## src/source/chol_pkg.sv

```systemverilog
package chol_pkg;

    // Fixed-point format
    localparam int DATA_W = 32;
    localparam int FRAC_W = 16;    // Q16.16 elements
    localparam int ACC_W  = 64;    // Q32.32 products and sums

    // Matrix geometry
    localparam int N        = 5;
    localparam int NUM_ELEM = N * (N + 1) / 2;
    localparam int MAT_W    = NUM_ELEM * DATA_W;

    // Iteration counts of the serial units
    localparam int SQRT_CYCLES = 24;    // One root bit per cycle
    localparam int DIV_CYCLES  = 48;    // One quotient bit per cycle

    typedef logic signed [DATA_W-1:0] data_t;
    typedef logic signed [ACC_W-1:0]  acc_t;

    // Packed slot of element (row, col), zero based, row >= col
    // Slots run row by row: (0,0) (1,0) (1,1) (2,0) ...
    // Slot k sits at bits DATA_W*k and up
    function automatic int elem_index(input int row, input int col);
        return row * (row + 1) / 2 + col;
    endfunction

endpackage

```

## src/source/chol_op_if.sv

```systemverilog
`timescale 1ns/1ps

interface chol_op_if #(
    parameter int WIDTH = chol_pkg::DATA_W
);

    logic                    start;     // One-cycle pulse, operands valid
    logic signed [WIDTH-1:0] a;
    logic signed [WIDTH-1:0] b;         // Unused by the root
    logic signed [WIDTH-1:0] result;    // Held until the next start
    logic                    done;      // One-cycle pulse

    modport ctrl (
        output start, a, b,
        input  result, done
    );

    modport unit (
        input  start, a, b,
        output result, done
    );

endinterface

```

## src/source/chol_sqrt.sv

```systemverilog
`timescale 1ns/1ps

module chol_sqrt #(
    parameter int ITERATIONS = chol_pkg::SQRT_CYCLES
) (
    input  logic    clk,
    input  logic    rst,
    chol_op_if.unit op
);
    import chol_pkg::*;

    localparam int RAD_W  = DATA_W + FRAC_W;    // Radicand is a << FRAC_W
    localparam int SQ_W   = 2 * ITERATIONS;     // Two radicand bits per root bit
    localparam int HALF_W = RAD_W / 2;          // Root width at full precision
    localparam int CNT_W  = $clog2(ITERATIONS + 1);

    logic [CNT_W-1:0]             cnt;
    logic [SQ_W-1:0]              rad;
    logic [ITERATIONS-1:0]        rem;
    logic [ITERATIONS-1:0]        root;
    logic [RAD_W+SQ_W-1:0]        rad_ext;
    logic [ITERATIONS+1:0]        rem_shift;
    logic [ITERATIONS+1:0]        trial;
    logic [ITERATIONS+1:0]        rem_nxt;
    logic [ITERATIONS-1:0]        root_nxt;
    logic [ITERATIONS+HALF_W-1:0] root_scaled;
    logic                         ge;

    // Negative radicand collapses to zero
    assign rad_ext = op.a[DATA_W-1] ? '0 : {op.a, {FRAC_W{1'b0}}, {SQ_W{1'b0}}};

    // Restoring step
    assign rem_shift   = {rem, rad[SQ_W-1 -: 2]};
    assign trial       = {root, 2'b01};
    assign ge          = rem_shift >= trial;
    assign rem_nxt     = ge ? rem_shift - trial : rem_shift;
    assign root_nxt    = {root[ITERATIONS-2:0], ge};
    assign root_scaled = {root_nxt, {HALF_W{1'b0}}} >> ITERATIONS;    // Back to Q16.16

    always_ff @(posedge clk) begin
        if (rst) begin
            cnt     <= '0;
            op.done <= 1'b0;
        end else begin
            op.done <= cnt == CNT_W'(1);    // Last step this cycle
            if (op.start) begin
                cnt <= CNT_W'(ITERATIONS);
            end else if (cnt != '0) begin
                cnt <= cnt - 1'b1;
            end
        end
    end

    always_ff @(posedge clk) begin
        if (op.start) begin
            rad  <= rad_ext[RAD_W+SQ_W-1 -: SQ_W];    // MSB aligned
            rem  <= '0;
            root <= '0;
        end else if (cnt != '0) begin
            rad  <= rad << 2;
            rem  <= rem_nxt[ITERATIONS-1:0];
            root <= root_nxt;
            if (cnt == CNT_W'(1)) begin
                op.result <= DATA_W'(root_scaled);
            end
        end
    end

endmodule

```

## src/flat_wrapper.sv

```systemverilog
// flat-port wrapper written by rule: the top's interface ports become plain ports
module chol_sqrt_flat import chol_pkg::*;
#(
    parameter int ITERATIONS = chol_pkg::SQRT_CYCLES
)
  (clk, rst, op_start, op_a, op_b, op_result, op_done);
  chol_op_if op_i ();
  input  logic clk;
  input  logic rst;
  input wire logic [$bits(op_i.start)-1:0] op_start;
  input wire logic [$bits(op_i.a)-1:0] op_a;
  input wire logic [$bits(op_i.b)-1:0] op_b;
  output wire logic [$bits(op_i.result)-1:0] op_result;
  output wire logic [$bits(op_i.done)-1:0] op_done;
  assign op_i.start = op_start;
  assign op_i.a = op_a;
  assign op_i.b = op_b;
  assign op_result = op_i.result;
  assign op_done = op_i.done;
  chol_sqrt #(.ITERATIONS(ITERATIONS)) u_core (.clk(clk), .rst(rst), .op(op_i));
endmodule
```

## config.mk

```make
export PLATFORM = sky130hd
export DESIGN_NAME = chol_sqrt_flat
export DESIGN_NICKNAME = d
export VERILOG_FILES = /design/src/source/chol_pkg.sv /design/src/source/chol_op_if.sv /design/src/source/chol_sqrt.sv /design/src/flat_wrapper.sv
export SDC_FILE = /design/constraint.sdc
export NUM_CORES = 1
export LEC_CHECK = 0
export ABC_AREA = 1
export BUFFER_PORTS_ARGS = -buffer_cell sky130_fd_sc_hd__buf_2
export CORE_ASPECT_RATIO = 1.4
export CORE_MARGIN = 5
export CORE_UTILIZATION = 40
export DETAILED_ROUTE_END_ITERATION = 8
export GPL_ROUTABILITY_DRIVEN = 1
export PLACE_DENSITY = 0.68
export SETUP_SLACK_MARGIN = 0.5
export SYNTH_ARGS = -nofsm -noshare
export SYNTH_HDL_FRONTEND = slang
export SYNTH_SLANG_ARGS = --single-unit
```

## constraint.sdc

```tcl
create_clock -name clk -period 10.8 [get_ports clk]
set_input_delay 1.08 -clock clk [delete_from_list [all_inputs] [get_ports clk]]
set_output_delay 1.08 -clock clk [all_outputs]
set_load 0.05 [all_outputs]
```

==> After elaboration in Yosys (flattened, before gate mapping) <==
Index checks and enable logic that the tools add are counted.
{ "word_totals": {"ff_bits": 126, "latch_bits": 0, "ram_bits": 0, "romBits": 0, "out_inout_bits": 33, "mem_count": 0} }
{ "classes": {"add_sub_neg": 2, "mul": 0, "div": 0, "magnitude_cmp": 1, "eq_ne": 1, "shift": 0, "muxes": 6, "bitwise_logic": 1, "reduce_logical": 4} }
{ "op_table": {"columns": ["operator", "n"], "rows": [
  ["$mux 48", 2],
  ["$mux 95", 1],
  ["$ge 26x26->1", 1],
  ["$mux 24", 1],
  ["$sub 24x24->24", 1],
  ["$mux 5", 2],
  ["$eq 5x1->1 const B", 1],
  ["$reduce_bool 5->1", 1],
  ["$sub 5x1->5 const B", 1],
  ["$reduce_and 3->1", 1],
  ["$reduce_bool 2->1", 1],
  ["$reduce_or 2->1", 1],
  ["$not 1->1", 1]
]} }

==> Logic depth before layout (Yosys ltp) <==
{ "logic_depth": {"word_depth": 3, "mapped_depth": 16, "ltp_nobuf": 16} }

==> Worst setup path after synthesis <==
Ideal clock, no wire load.
{ "synth_timing": {"path_kind": "input port to flip-flop", "startpoint": "input op_start", "endpoint": "register u_core.op.result[0] (enable)", "arrival_ns": 3.527, "required_time_ns": 10.332, "setup_slack_ns": 6.805, "stages": 1, "path_buffers": 0, "path_cell_list": "nor4_1"} }
{ "synth_via": {"elab_chain_cells": 2} }
{ "synth_lines": {"columns": ["item", "line_no", "text"], "rows": [
  ["start: declaration", "flat_wrapper.sv:10", "input wire logic [$bits(op_i.start)-1:0] op_start;"],
  ["$not 1->1 (no line)", null, null],
  ["$reduce_and 3->1 (no line)", null, null],
  ["end signal: assignment", "chol_sqrt.sv:64", "op.result <= DATA_W'(root_scaled);"],
  ["end: declaration", "chol_op_if.sv:20", "output result, done"]
]} }
Every way passes these cells.
A chain may end at the register's enable or synchronous reset.

==> Final worst setup path <==
{ "layout_timing": {"startpoint": "input op_start", "endpoint": "register u_core.rad[38] (data pin)"} }
{ "layout_via": {"elab_chain_cells": 1} }
{ "layout_lines": {"columns": ["item", "line_no", "text"], "rows": [
  ["$mux 48", "chol_sqrt.sv:55", "if (op.start) begin"],
  ["end signal: assignment", "chol_sqrt.sv:56", "rad <= rad_ext[RAD_W+SQ_W-1 -: SQ_W];"],
  ["end signal: assignment", "chol_sqrt.sv:60", "rad <= rad << 2;"],
  ["end: declaration", "chol_sqrt.sv:18", "logic [SQ_W-1:0] rad;"]
]} }
Every way passes these cells.

==> flow_summary.json <==
{
  "status": "finished, final reports clean",
  "fin_nets": 978,
  "pre_cts_slack_ps": 7680,
  "p_per_area_mw_per_mm2": 294,
  "core-area_mm2": 0.0155,
  "io_buffers": 59,
  "synth_area_mm2": 0.00630,
  "power.total_mw": 2.07,
  "worst_slew_pin_slew_ps": 788,
  "cts.sinks": 110,
  "worstSetupStartpointType": "input port",
  "yosysTopAreaCell": "edfxtp_1",
  "final-hold-violation-count": 0,
  "worstPathRequired_ps": 10880,
  "fin_crit_sh": 0.256,
  "finalClockSkew_ps": 6.55,
  "via_count": 5130,
  "worstPathArrival_ps": 2850,
  "synth-edff-count": 56,
  "wl_met2_um": 6970,
  "drive_gt1_frac": 0.127,
  "ir_drop_v": 0.000164,
  "area_delta_synth_final_pct": 11.6,
  "finalSetupViolations": 0,
  "criticalPathCategory": "input port to flip-flop",
  "cap_violations": 0,
  "antenna_found_initial": 0,
  "synth-async-reset-ratio": 0,
  "dieHeight_um": 159,
  "gr-usage-all-layers": 0.155,
  "synth_area_per_cell_um2": 7.55,
  "syn_inst": 835,
  "max_freq_mhz": 361,
  "routed_wl_um": 13800,
  "synth-seq-cells": 110,
  "hold_buffers": 0,
  "synthFlopType": "edfxtp_1",
  "grt_start_max_net_pins": 51,
  "highest_layer": "met4",
  "n_fill_cell": 1594,
  "viasPerCell": 4.74,
  "relSlewSlack": 0.474,
  "cp-end-kind": "flip-flop",
  "wl_per_cell_um": 12.8,
  "cts-root-buf": "clkbuf_16",
  "grt_pass1_vias": 4936,
  "cts_resized": 0,
  "holdCritPathClass": "flip-flop to flip-flop",
  "ys_warn_count": 0,
  "cts_buffers": 9,
  "cts.path.max_buffers": 2,
  "cts.clk_slew.worst_paths_ps": 70,
  "r2r_cells": 6,
  "leakagePower_nw": 3.50,
  "diodes": 0,
  "post-route-min-period_ps": 2770,
  "grt_overflow": 0,
  "maxSlewViolCount": 0,
  "cts_tree": "yes",
  "grt_setup_unrepaired": "no",
  "dr_wl_met3_um": 635,
  "synth_top_area_frac": 0.267,
  "drc_errors": 0,
  "worst_slack_ps": 8030,
  "io_pins": 100,
  "ys_seq_area_frac": 0.438,
  "synth_cell_type_count": 41,
  "fp.dieW_um": 116,
  "hold_depth": 0,
  "cts_htree_levels": 3,
  "rows": 54,
  "synthTopCellsByArea": "edfxtp_1 27%, dfxtp_1 17%, nand2_1 13%, inv_1 9.0%, ha_1 5.8%",
  "first_pass_iters": 5,
  "grt_pass1_wl_um": 22800,
  "hpwl_um": 9980,
  "stdcell_count": 1083,
  "met1_length_um": 5900,
  "clock_latency_ps": 350,
  "place_inst": 1067,
  "critPathMaxFanout": 50,
  "design.die.area_mm2": 0.0184,
  "drtAntennaViolNets": 0,
  "cts_setup_buffers": 0,
  "drtIter0Drc": 277,
  "place_congestion": 0.945,
  "fin_tns_setup_ps": 0,
  "start_util": 0.406
}
==> layout by cell type, fill, tap and decap left out, types with 3 or more instances in the layout <==
| cell | n |
|---|---|
| nand2_2 | 8 |
| nand3b_1 | 3 |
| nor2_2 | 4 |
| buf_4 | 4 |
| o21ai_0 | 64 |
| nor2_1 | 47 |
| dfxtp_1 | 54 |
| buf_2 | 59 |
| clkbuf_16 | 9 |
| xor2_1 | 10 |
| nand3_2 | 12 |
| inv_1 | 152 |
| edfxtp_1 | 56 |
| ha_1 | 29 |
| nand3_1 | 61 |
| nand4_1 | 5 |
| conb_1 | 8 |
| nand2_1 | 217 |
| nor3_1 | 8 |
| o21bai_1 | 3 |
| a21oi_1 | 44 |
==> cells in the mapped netlist (5+ instances only) <==
master / count
o21ai_0: 64
nand3_1: 62
nand3_2: 12
nand4_1: 5
edfxtp_1: 56
dfxtp_1: 54
clkbuf_1: 16
nand2_2: 8
nor3_1: 8
a21oi_1: 44
buf_4: 9
xor2_1: 10
nor2_1: 47
inv_1: 152
nand2_1: 217
buf_2: 7
ha_1: 29
==> flip-flops by register name, indices dropped and copies added (netlist names) <==
signal / count
u_core.op.done: 1
u_core.cnt: 5
u_core.root: 24
u_core.rem: 24
u_core.rad: 32
u_core.op.result: 24
==> layout make-up <==
class / instances / area (µm²) / area share
Clock inverter: 3 / 42.5 / 0.00605
Inverter: 155 / 582 / 0.0827
Timing Repair Buffer: 63 / 325 / 0.0462
Tap cell: 196 / 245 / 0.0349
Clock buffer: 13 / 260 / 0.0370
Sequential cell: 110 / 2760 / 0.393
Multi-Input combinational cell: 543 / 2820 / 0.400
==> worst paths after layout <==
kind	startpoint	to	slack [ps]
setup reg to reg	u_core.cnt[0]$_SDFFE_PP0P_	u_core.op.result[1]$_DFFE_PP_	8070
setup / recovery	op_start	u_core.rad[38]$_DFFE_PP_	8030
hold reg to reg	u_core.root[1]$_SDFFE_PP0P_	u_core.op.result[2]$_DFFE_PP_	450
hold / removal	u_core.root[1]$_SDFFE_PP0P_	u_core.op.result[2]$_DFFE_PP_	450
==> critical path, stage by stage <==
cell and delay, ps:
buf_2 150, inv_2 410, buf_4 530, or2_2 500
o21ai_0 150
==> power by group <==
group	switching, mW	internal (mW)	leakage, nW
combinational	0.779	0.375	2.33
clock	0.150	0.193	0.146
sequential	0.0468	0.528	1.02
==> kinds of logic (layout without fill, tap and decap cells) <==
family / after synthesis / in the layout / synth area share
AO/OA/AOI/OAI: 118 / 118 / 0.0976
XOR/XNOR: 12 / 12 / 0.0167
adder cells (fa/ha/maj): 29 / 29 / 0.0576
buffers and inverters: 189 / 234 / 0.122
flip-flops: 110 / 110 / 0.438
other: 1 / 8 / 0.000595
AND/OR/NAND/NOR: 376 / 376 / 0.267
==> layer usage <==
metal / track usage / vias to the layer above
met3: 0.0308 / 25
li1: - / 2727
met4: 0.0636 / 0
met5: 0 / -
met1: 0.182 / 2276
met2: 0.275 / 102
==> stage by stage <==
stage | instance area [µm²] | utilization | hold WS (ps)
2_1_floorplan | 6330 | - | 425
3_3_place_gp | 6730 | 0.433 | 440
3_5_place_dp | 6730 | 0.433 | 433
4_1_cts | 7030 | 0.453 | 452
5_1_grt | 7030 | 0.453 | 459
6_report | 7030 | 0.453 | 450
Power figures use the tool's default switching activity.
