$ cat src/source/chol_pkg.sv
package chol_pkg;

    // Fixed-point format
    localparam int DATA_W = 32;
    localparam int FRAC_W = 16;    // Q16.16 elements
    localparam int ACC_W  = 64;    // Q32.32 products and sums

    // Matrix geometry
    localparam int N        = 5;
    localparam int NUM_ELEM = N * (N + 1) / 2;
    localparam int MAT_W    = NUM_ELEM * DATA_W;

    // Iteration counts of the serial units
    localparam int SQRT_CYCLES = 24;    // One root bit per cycle
    localparam int DIV_CYCLES  = 48;    // One quotient bit per cycle

    typedef logic signed [DATA_W-1:0] data_t;
    typedef logic signed [ACC_W-1:0]  acc_t;

    // Packed slot of element (row, col), zero based, row >= col
    // Slots run row by row: (0,0) (1,0) (1,1) (2,0) ...
    // Slot k sits at bits DATA_W*k and up
    function automatic int elem_index(input int row, input int col);
        return row * (row + 1) / 2 + col;
    endfunction

endpackage

$ cat src/source/chol_op_if.sv
`timescale 1ns/1ps

interface chol_op_if #(
    parameter int WIDTH = chol_pkg::DATA_W
);

    logic                    start;     // One-cycle pulse, operands valid
    logic signed [WIDTH-1:0] a;
    logic signed [WIDTH-1:0] b;         // Unused by the root
    logic signed [WIDTH-1:0] result;    // Held until the next start
    logic                    done;      // One-cycle pulse

    modport ctrl (
        output start, a, b,
        input  result, done
    );

    modport unit (
        input  start, a, b,
        output result, done
    );

endinterface

$ cat src/source/chol_div.sv
`timescale 1ns/1ps

module chol_div #(
    parameter int ITERATIONS = chol_pkg::DIV_CYCLES
) (
    input  logic    clk,
    input  logic    rst,
    chol_op_if.unit op
);
    import chol_pkg::*;

    localparam int NUM_W = DATA_W + FRAC_W;    // Dividend is |a| << FRAC_W
    localparam int CNT_W = $clog2(ITERATIONS + 1);

    logic [CNT_W-1:0]            cnt;
    logic                        fix;          // Sign step pending
    logic                        neg;
    logic [DATA_W-1:0]           a_mag;
    logic [DATA_W-1:0]           b_mag;
    logic [NUM_W+ITERATIONS-1:0] num_ext;
    logic [ITERATIONS-1:0]       quo;          // Dividend bits out, quotient bits in
    logic [DATA_W-1:0]           dvs;
    logic [DATA_W-1:0]           rem;
    logic [DATA_W:0]             rem_shift;
    logic [DATA_W:0]             diff;
    logic [ITERATIONS+NUM_W-1:0] quo_scaled;
    logic [DATA_W-1:0]           quo_mag;
    logic                        ge;

    // Work on magnitudes, sign goes back at the end
    assign a_mag   = op.a[DATA_W-1] ? -op.a : op.a;
    assign b_mag   = op.b[DATA_W-1] ? -op.b : op.b;
    assign num_ext = {a_mag, {FRAC_W{1'b0}}, {ITERATIONS{1'b0}}};

    assign rem_shift  = {rem, quo[ITERATIONS-1]};
    assign diff       = rem_shift - {1'b0, dvs};
    assign ge         = ~diff[DATA_W];             // No borrow
    assign quo_scaled = {quo, {NUM_W{1'b0}}} >> ITERATIONS;
    assign quo_mag    = DATA_W'(quo_scaled);

    always_ff @(posedge clk) begin
        if (rst) begin
            cnt     <= '0;
            fix     <= 1'b0;
            op.done <= 1'b0;
        end else begin
            op.done <= fix;
            fix     <= cnt == CNT_W'(1);
            if (op.start) begin
                cnt <= CNT_W'(ITERATIONS);
            end else if (cnt != '0) begin
                cnt <= cnt - 1'b1;
            end
        end
    end

    always_ff @(posedge clk) begin
        if (op.start) begin
            quo <= num_ext[NUM_W+ITERATIONS-1 -: ITERATIONS];
            dvs <= b_mag;
            rem <= '0;
            neg <= op.a[DATA_W-1] ^ op.b[DATA_W-1];
        end else if (cnt != '0) begin
            quo <= {quo[ITERATIONS-2:0], ge};
            rem <= ge ? diff[DATA_W-1:0] : rem_shift[DATA_W-1:0];
        end
        if (fix) begin
            op.result <= neg ? -quo_mag : quo_mag;    // Truncates toward zero
        end
    end

endmodule

$ cat src/flat_wrapper.sv
// flat-port wrapper written by rule: the top's interface ports become plain ports
module chol_div_flat import chol_pkg::*;
#(
    parameter int ITERATIONS = chol_pkg::DIV_CYCLES
)
  (clk, rst, op_start, op_a, op_b, op_result, op_done);
  chol_op_if op_i ();
  input  logic clk;
  input  logic rst;
  input wire logic [$bits(op_i.start)-1:0] op_start;
  input wire logic [$bits(op_i.a)-1:0] op_a;
  input wire logic [$bits(op_i.b)-1:0] op_b;
  output wire logic [$bits(op_i.result)-1:0] op_result;
  output wire logic [$bits(op_i.done)-1:0] op_done;
  assign op_i.start = op_start;
  assign op_i.a = op_a;
  assign op_i.b = op_b;
  assign op_result = op_i.result;
  assign op_done = op_i.done;
  chol_div #(.ITERATIONS(ITERATIONS)) u_core (.clk(clk), .rst(rst), .op(op_i));
endmodule
$ cat config.mk
export PLATFORM = sky130hd
export DESIGN_NAME = chol_div_flat
export DESIGN_NICKNAME = d
export VERILOG_FILES = /design/src/source/chol_pkg.sv /design/src/source/chol_op_if.sv /design/src/source/chol_div.sv /design/src/flat_wrapper.sv
export SDC_FILE = /design/constraint.sdc
export NUM_CORES = 1
export LEC_CHECK = 0
export ABC_AREA = 1
export BUFFER_PORTS_ARGS = -buffer_cell sky130_fd_sc_hd__buf_4
export CAP_MARGIN = 10
export CORE_MARGIN = 3
export CORE_UTILIZATION = 30
export DETAILED_ROUTE_END_ITERATION = 12
export GPL_TIMING_DRIVEN = 0
export PLACE_DENSITY = 0.49
export REMOVE_ABC_BUFFERS = 1
export SLEW_MARGIN = 0
export SYNTH_ARGS = -nofsm -noshare
export SYNTH_HDL_FRONTEND = slang
export SYNTH_SLANG_ARGS = --single-unit
export TNS_END_PERCENT = 100
$ cat constraint.sdc
create_clock -name clk -period 3.2 [get_ports clk]
set_clock_uncertainty 0.15 [all_clocks]
set_input_delay 0.64 -clock clk [delete_from_list [all_inputs] [get_ports clk]]
set_output_delay 0.64 -clock clk [all_outputs]
set_load 0.05 [all_outputs]
Word-level counts from Yosys, hierarchy flattened:

Index checks and enable logic that the tools add are counted.

* reduce and logical (&&, ||, !) cells: 3
* equality and inequality tests: 1
* divide/modulo/power cells: 0
* shift operators: 0
* multiply operators: 0
* $lt $le $gt $ge: 0
* bitwise operators: 2
* $add $sub $neg: 5
* muxes and demuxes: 8

Operator list (count)
* $mux 32: 3
* $mux 48: 2
* $neg 32->32: 3
* $sub 33x32->33: 1
* $mux 31: 1
* $mux 6: 2
* $eq 6x1->1 const B: 1
* $reduce_bool 6->1: 1
* $sub 6x1->6 const B: 1
* $reduce_bool 2->1: 1
* $reduce_or 2->1: 1
* $not 1->1: 1
* $xor 1x1->1: 1

* register bits: 153
* bits in writable memories: 0
* word-level logic and storage cells: 30
* ROM bits: 0
* output and inout bits: 33
* latch bits: 0
* memories kept: 0
* input port bits: 67

Logic depth before layout (Yosys ltp):

Gate-level depths: netlist of the first run.

* depth in word-level cells: 4
* mapped depth: 19
* gate-level depth less buffers: 18

Worst setup path after synthesis of the first run:

Ideal clock, no wire load.

* kind: input to register
* start: input port op_start
* end: register u_core.quo[16] (enable)
* library setup time: 409 ps
* cell stages on the path: 5
* slack: 306 ps
* data arrival time: 2335 ps
* data required time: 2641 ps
* cells stage by stage: buf_2 inv_1 clkbuf_1 nand2_1 clkbuf_1

* longest elaborated chain between the ends: 1

Ends and longest elaborated chain
* from (decl): RTL line flat_wrapper.sv:10 `input wire logic [$bits(op_i.start)-1:0] op_start;`
* $reduce_bool 2->1 (no source line)
* to (signal assigned): RTL line chol_div.sv:59 `quo <= num_ext[NUM_W+ITERATIONS-1 -: ITERATIONS];`
* to (signal assigned): RTL line chol_div.sv:64 `quo <= {quo[ITERATIONS-2:0], ge};`
* to (decl): RTL line chol_div.sv:21 `logic [ITERATIONS-1:0] quo;`

No other way between the ends.
A chain may end at the register's enable or synchronous reset.

Worst setup path in the final report of the first run:

* start: register u_core.cnt[0]
* end: register u_core.quo[36] (enable)

* longest elaborated chain between the ends: 2

Ends and longest elaborated chain
* from (decl): RTL line chol_div.sv:15 `logic [CNT_W-1:0] cnt;`
* from (signal assigned): RTL line chol_div.sv:50 `cnt <= CNT_W'(ITERATIONS);`
* from (signal assigned): RTL line chol_div.sv:52 `cnt <= cnt - 1'b1;`
* $reduce_bool 6->1: RTL line chol_div.sv:63 `end else if (cnt != '0) begin`
* $reduce_bool 2->1 (no source line)

No other way between the ends.

==> impl_results.md, run 1 <==
- CP endpoint kind: flip-flop
- Psw: 0.00390 W
- Clock power share: 0.221
- Vias in the first global route: 9444
- Fin. Hold Viols: 0
- Die height: 197 um
- Post-synthesis compound-gate area fraction: 0.0781
- R2R Path Start: u_core.cnt[0]
- Avg Inst Size Synth: 6.87 um2
- Layout cells sized above 1: 0.105
- Antenna viol nets, final: 0
- GRT Total Usage: 0.164
- DR vias: 9932
- DRT iter0 DRCs: 604
- Worst Path Required: 3.24 ns
- TritonCTS clock tree: done
- # fillers: 3818
- Clk_lat worst skew: 0.45 ns
- Main flop type after synthesis: edfxtp_1
- Max-slew violations: 0
- Worst Path Arrival: 3.04 ns
- Detailed Route WL: 31700 um
- Seq/Total Area, Yosys: 0.370
- Slew headroom: 0.460
- Worst-path clk slew: 0.07 ns
- Distinct cells, synth: 43
- Final period util: 0.938
- Core area: 35700 um2
- Root Driver: clkbuf_16
- Mapped cell area: 10900 um2
- Hold path start: op_b[0]
- Final Wtd Congestion: 0.918
- Area contributors post-synth: edfxtp_1 (27%), nand2_1 (15%), dfxtp_1 (10%)
- H-tree depth: 4
- Setup crit start kind: flip-flop
- Outcome: complete, no violations
- Antenna Cells: 0
- Reg2reg setup slack: 0.20 ns
- Post-synth top area share: 0.267
- DRC violations left: 0
- Port Buf Inserts: 99
- Yosys top cell by area: edfxtp_1
- Pin count of the biggest net entering global routing: 90
- FP Rows: 69
- FMAX: 333 MHz
- Placed Cells: 2105
- Number of max-cap violations: 0
- Worst Hold Path EP: u_core.dvs[0]
- Min-Delay Path Class: in2reg
- Synthesized instance count: 1584
- Ys async rst share: 0
- Grt ovf: 0
- Dpl hpwl: 23400 um
- Peak VDD IR: 0.000358 V
- Cts bufs inserted: 17
- Finished Layout Cells: 2143
- Initial antenna violation count: 0
- Post-synth EDFFs: 97
- RSZ-0062 raised after global routing: false
- Worst R2R Path Depth: 8
- Largest family of logic cells by synthesized area: simple AND/OR/NAND/NOR gates
- CP Class: reg2reg
- Min Tclk post-route: 3.00 ns
- Simple-Gate Fraction of Synth Area: 0.324
- Seq cells post-synth: 153
- Clock tree buffer depth: 2
- IO Count: 100
- Comb power frac: 0.466
- Area share of xor/xnor cells in the synthesized design: 0.0676
- Fin Setup TNS: 0 ns
- Proportion of synthesized area in mux cells: 0
- Final #Nets: 1774
- Reg-to-reg endpoint: u_core.quo[36]
- Clock Sinks: 153
- Largest fanout on the critical path: 80
- Synth warn: 0
- Worst hold path stage count: 1
- Area grow syn2layout: 16.9%
- Pwr Density: 695 nW/um2
- Routed WL per cell: 14.8 um
- Post-Synth Adder-Cell Area: 0.0444
- LEAKAGE: 6.39 nW
- Finish-stage setup viols: 0
- Sequential power share: 0.313
- Starting Density: 0.305
- Die W: 197 um
- Drt first pass iters: 5
- Post-DR vias/cell: 4.63
- Internal power: 0.00495 W
- First-pass GRT wire length: 50200 um
- Sw frac: 0.441
- Die area: 38600 um2
- Worst-Margin Slew: 0.810 ns
## per-stage QoR
step	setup slack, ns	cell area, um2	total power (W)	hold slack (ns)	util
after floorplan	-0.662	10700	0.00560	0.258	-
after global placement	-2.75	12000	0.00674	0.269	0.337
after detailed placement	-1.27	12100	0.00674	0.281	0.338
after CTS	0.0103	12600	0.00879	0.201	0.355
after global routing	0.00288	12700	0.00959	0.215	0.357
final	0.199	12700	0.00885	0.232	0.357
## what timing repair did
item,CTS,global route
hold buffers,0,0
setup buffers,0,2
pin swaps,0,1
resized for setup,5,4
cloned,2,2
setup endpoints to repair,85,68
## sequential cells by signal, indices dropped and copies added (netlist names)
name,flops
u_core.cnt,6
u_core.dvs,32
u_core.rem,32
u_core.quo,48
u_core.op.done,1
u_core.fix,1
u_core.op.result,32
u_core.neg,1
## synth_stat cells, types with 4 or more instances
library cell / instances
ha_1: 37
edfxtp_1: 97
a31oi_1: 9
nand3_1: 139
o22ai_1: 21
clkbuf_1: 26
or2_2: 7
and3_1: 4
xnor2_1: 12
nand4_1: 16
nor2_2: 5
o21bai_1: 5
dfxtp_1: 56
inv_2: 7
nand2_1: 422
a21oi_1: 48
o21ai_0: 53
buf_2: 8
o21ai_1: 6
xor2_1: 72
nand2_4: 4
nor3_2: 5
inv_1: 277
nor4_1: 5
nor3_1: 24
nor2_1: 187
nand2_2: 4
## cell type report
class | instances | area (um2) | area share
Clock buffer | 20 | 437 | 0.0343
Clock inverter | 12 | 116 | 0.00914
Inverter | 285 | 1080 | 0.0846
Multi-Input combinational cell | 1109 | 5690 | 0.447
Sequential cell | 153 | 4040 | 0.317
Tap cell | 461 | 577 | 0.0453
Timing Repair Buffer | 102 | 795 | 0.0624
Timing Repair inverter | 1 | 5.00 | 0.000393
## power groups by stage
stage                     Clock, W  Sequential, W  Combinational, W
after global placement           0        0.00281           0.00394
after global routing       0.00208        0.00281           0.00469
after floorplan                  0        0.00276           0.00284
after CTS                  0.00202        0.00277           0.00400
final                      0.00196        0.00277           0.00413
after detailed placement         0        0.00281           0.00393
## cells by family after synthesis
family	Yosys count
compound gates	152
buf+inv	325
xor+xnor	84
flops	153
fa+ha+maj	38
simple gates	832
## how the worst max path moves through the flow
stage / from / to / slack (ns)
2_1_floorplan: u_core.cnt[0] / u_core.quo[16] / -0.66
6_report: u_core.cnt[0] / u_core.quo[36] / 0.20
3_5_place_dp: op_start / u_core.quo[47] / -1.27
5_1_grt: u_core.quo[47] / u_core.rem[31] / 0.003
3_3_place_gp: u_core.cnt[0] / u_core.quo[42] / -2.75
4_1_cts: u_core.cnt[0] / u_core.quo[40] / 0.01
## per-layer routing
metal | track usage | vias up | share of wire
li1 | - | 5195 | -
met1 | 0.224 | 4519 | 0.48
met2 | 0.264 | 185 | 0.46
met3 | 0.0272 | 33 | 0.039
met4 | 0.0573 | 0 | 0.020
met5 | 0 | - | 0
## worst max-delay path: stages, from the launching register on
cell        delay (ns)
dfxtp_1           0.31
inv_1             0.11
ha_1              0.20
inv_1             0.07
nor2_1            0.37
nand2_8           0.37
clkinvlp_4        0.40
nand2_2           0.31
buf_12            0.29
## cell usage in the layout, fill, tap and decap left out, types with 5 or more instances in the layout
master	n
clkbuf_16	17
nor2_2	5
or2_2	7
xnor2_1	12
xor2_1	72
nor2_1	187
buf_4	99
a21oi_1	48
o21bai_1	5
nor3_1	24
o22ai_1	21
clkinvlp_4	5
inv_1	275
a31oi_1	9
nand2_2	5
edfxtp_1	97
nand4_1	16
o21ai_1	6
nor4_1	5
ha_1	37
o21ai_0	53
nand2_1	419
dfxtp_1	55
nand3_1	139
inv_2	7
nor3_2	5
No activity file was read; power rests on OpenSTA's default activity.
==> run 2: changes to the inputs <==
Settings changed: CORE_ASPECT_RATIO set to 0.75.
==> run 2 against run 1 <==
Net effect: largest power group unchanged; clock power hardly changed; clock-buffer cell count decreased by 2; final cell count down 0.19%; wire length decreased by 2.9%; sequential cell count stayed put; first-iteration DRC count grew 26%; setup slack improved by 0.012 ns; core utilization up 0.44 points; non-clock buffer count did not move.
==> impl_results.md, run 2 (synthesized netlist as in run 1, its figures left out) <==
- # fillers: 3764 (-1.4%)
- Worst Path Arrival: 3.23 ns (+0.19 ns)
- Starting Density: 0.309 (+0.00384)
- FP Rows: 59 (-14%)
- Reg-to-reg endpoint: u_core.rem[5]
- Antenna viol nets, final: 0 (unchanged)
- Pre-CTS setup slack: -1.26 ns (+0.00910 ns)
- Clock power share: 0.220 (about the same)
- Internal power: 0.00489 W (-1.2%)
- Grt ovf: 0 (unchanged)
- Clk_lat worst skew: 0.44 ns (about the same)
- Max reg flops: 48 (unchanged)
- Root Driver: clkbuf_16
- Core area: 35200 um2 (-1.2%)
- Pin count of the biggest net entering global routing: 90 (unchanged)
- Clock Sinks: 153 (unchanged)
- First-pass GRT wire length: 48600 um (-3.0%)
- Drt first pass iters: 5 (unchanged)
- Final period util: 0.934 (-0.00383)
- Hold path start: op_b[0]
- Sequential power share: 0.312 (about the same)
- Psw: 0.00394 W (+0.84%)
- Cts bufs inserted: 17 (unchanged)
- Final #Nets: 1774 (unchanged)
- Most used routing layer: met1
- RSZ-0062 raised after global routing: false
- R2R Path Start: u_core.dvs[0]
- Vias in the first global route: 9091 (-3.7%)
- Slew headroom: 0.437 (-0.0236)
- H-tree depth: 4 (unchanged)
- Routed WL per cell: 14.4 um (-2.7%)
- Reg2reg setup slack: 0.21 ns (about the same)
- CP Class: reg2reg
- Clock tree buffer depth: 2 (unchanged)
- Post-DR vias/cell: 4.63 (-0.20%)
- Port Buf Inserts: 99 (unchanged)
- Pwr Density: 694 nW/um2 (-0.25%)
- Finished Layout Cells: 2139 (-0.19%)
- Max-slew violations: 0 (unchanged)
- Die height: 171 um (-13%)
- Worst Path Required: 3.44 ns (+0.20 ns)
- Comb power frac: 0.468 (+0.002)
- DRC violations left: 0 (unchanged)
- Most frequent cells in the layout: nand2_1 (419), inv_1 (276), nor2_1 (187)
- Outcome: complete, no violations
- Number of hold buffers added after cts: 0 (unchanged)
- Finish-stage setup viols: 0 (unchanged)
- Met3 usage in global routing: 0.0230 (-0.00419)
- Initial antenna violation count: 0 (unchanged)
- Final Wtd Congestion: 0.912 (-0.58%)
- Antenna Cells: 0 (unchanged)
- Die area: 38600 um2 (about the same)
- Sw frac: 0.446 (+0.00493)
- Setup ws final: 0.211 ns (+0.0123 ns)
- Detailed Route WL: 30700 um (-2.9%)
- Fin Setup TNS: 0 ns (unchanged)
- Die W: 226 um (+15%)
- Layout cells sized above 1: 0.105 (+0.000595)
- GR Util met2: 0.222 (-0.0419)
- Most flops, register: u_core.quo
- Commonest non-fill, non-tap cell in the layout: nand2_1
- Worst-path clk slew: 0.07 ns (about the same)
- Setup crit start kind: flip-flop
- Design area: 12700 um2 (about the same)
- FMAX: 335 MHz (+0.41%)
- Final hold slack: 0.240 ns (+0.00823 ns)
- Area grow syn2layout: 16.9% (about the same)
- Dpl hpwl: 22300 um (-4.6%)
- Worst R2R Path Depth: 17 (+9)
- Fin. Hold Viols: 0 (unchanged)
- Met1 Usage GRT: 0.252 (+0.0285)
- DR vias: 9894 (-0.38%)
- LEAKAGE: 6.41 nW (+0.30%)
- Worst-Margin Slew: 0.839 ns (+0.0289 ns)
- Worst Setup EP: u_core.rem[5]
- TritonCTS clock tree: done
- Largest fanout on the critical path: 33 (-59%)
- Placed instance area: 12100 um2 (about the same)
- Min-Delay Path Class: in2reg
- CP endpoint kind: flip-flop
- DRT iter0 DRCs: 764 (+26%)
- GRT Total Usage: 0.159 (-0.00454)
- IO Count: 100 (unchanged)
- Number of max-cap violations: 0 (unchanged)
- Peak VDD IR: 0.000401 V (+12%)
- Crit path from: u_core.dvs[0]
- Placed Cells: 2101 (-0.19%)
- Min Tclk post-route: 2.99 ns (-0.0123 ns)
[run 2: routing by layer]
layer,part of all wire,vias to the layer above
met5,0,-
met4,0.012,0
met3,0.042,22
met2,0.40,195
met1,0.54,4479
li1,-,5198
[run 2: critical path, cell delays in order (launching register included)]
cell	delay, ns
edfxtp_1	0.41
ha_1	0.25
fa_1	0.42
inv_1	0.12
nand2_1	0.06
nand2_1	0.07
nand3_1	0.08
nand2_2	0.14
nand2_1	0.08
nand2_2	0.16
nand2_4	0.11
nand2_4	0.10
nand2_8	0.20
nand2_4	0.27
nand2_1	0.09
nand3_1	0.08
nand2_1	0.08
inv_1	0.05
[run 2: final cells by class]
class / instances / area [um2] / area share
Timing Repair Buffer: 102 / 795 / 0.0624
Sequential cell: 153 / 4040 / 0.317
Clock buffer: 18 / 429 / 0.0337
Multi-Input combinational cell: 1109 / 5690 / 0.447
Timing Repair inverter: 1 / 5.00 / 0.000393
Inverter: 285 / 1070 / 0.0844
Tap cell: 457 / 572 / 0.0449
Clock inverter: 14 / 129 / 0.0101
[run 2: what timing repair did]
action	CTS	global route
endpoints found under the setup margin	76	72
cloned	2	2
pin swaps	0	2
resized for setup	5	3
buffers inserted	0	2
[run 2: power groups by stage]
stage,registers (W),clock network [W],logic (W)
finish,0.00275,0.00194,0.00413
global route,0.00279,0.00209,0.00468
CTS,0.00275,0.00201,0.00398
detailed placement,0.00279,0,0.00390
global placement,0.00279,0,0.00390
floorplan,0.00276,0,0.00284
[run 2: how the worst min path moves through the flow]
stage / end / slack, ns / depth (start not counted)
2_1_floorplan: u_core.op.result[0] / 0.26 / 0
3_3_place_gp: u_core.op.result[0] / 0.29 / 0
3_5_place_dp: u_core.op.result[0] / 0.28 / 0
4_1_cts: u_core.dvs[0] / 0.21 / 1
5_1_grt: u_core.dvs[0] / 0.22 / 1
6_report: u_core.dvs[0] / 0.24 / 1
[run 2: metrics by stage]
| stage | power (W) | utilization |
|---|---|---|
| 2_1_floorplan | 0.00560 | - |
| 3_3_place_gp | 0.00669 | 0.341 |
| 3_5_place_dp | 0.00669 | 0.342 |
| 4_1_cts | 0.00874 | 0.359 |
| 5_1_grt | 0.00956 | 0.361 |
| 6_report | 0.00883 | 0.361 |
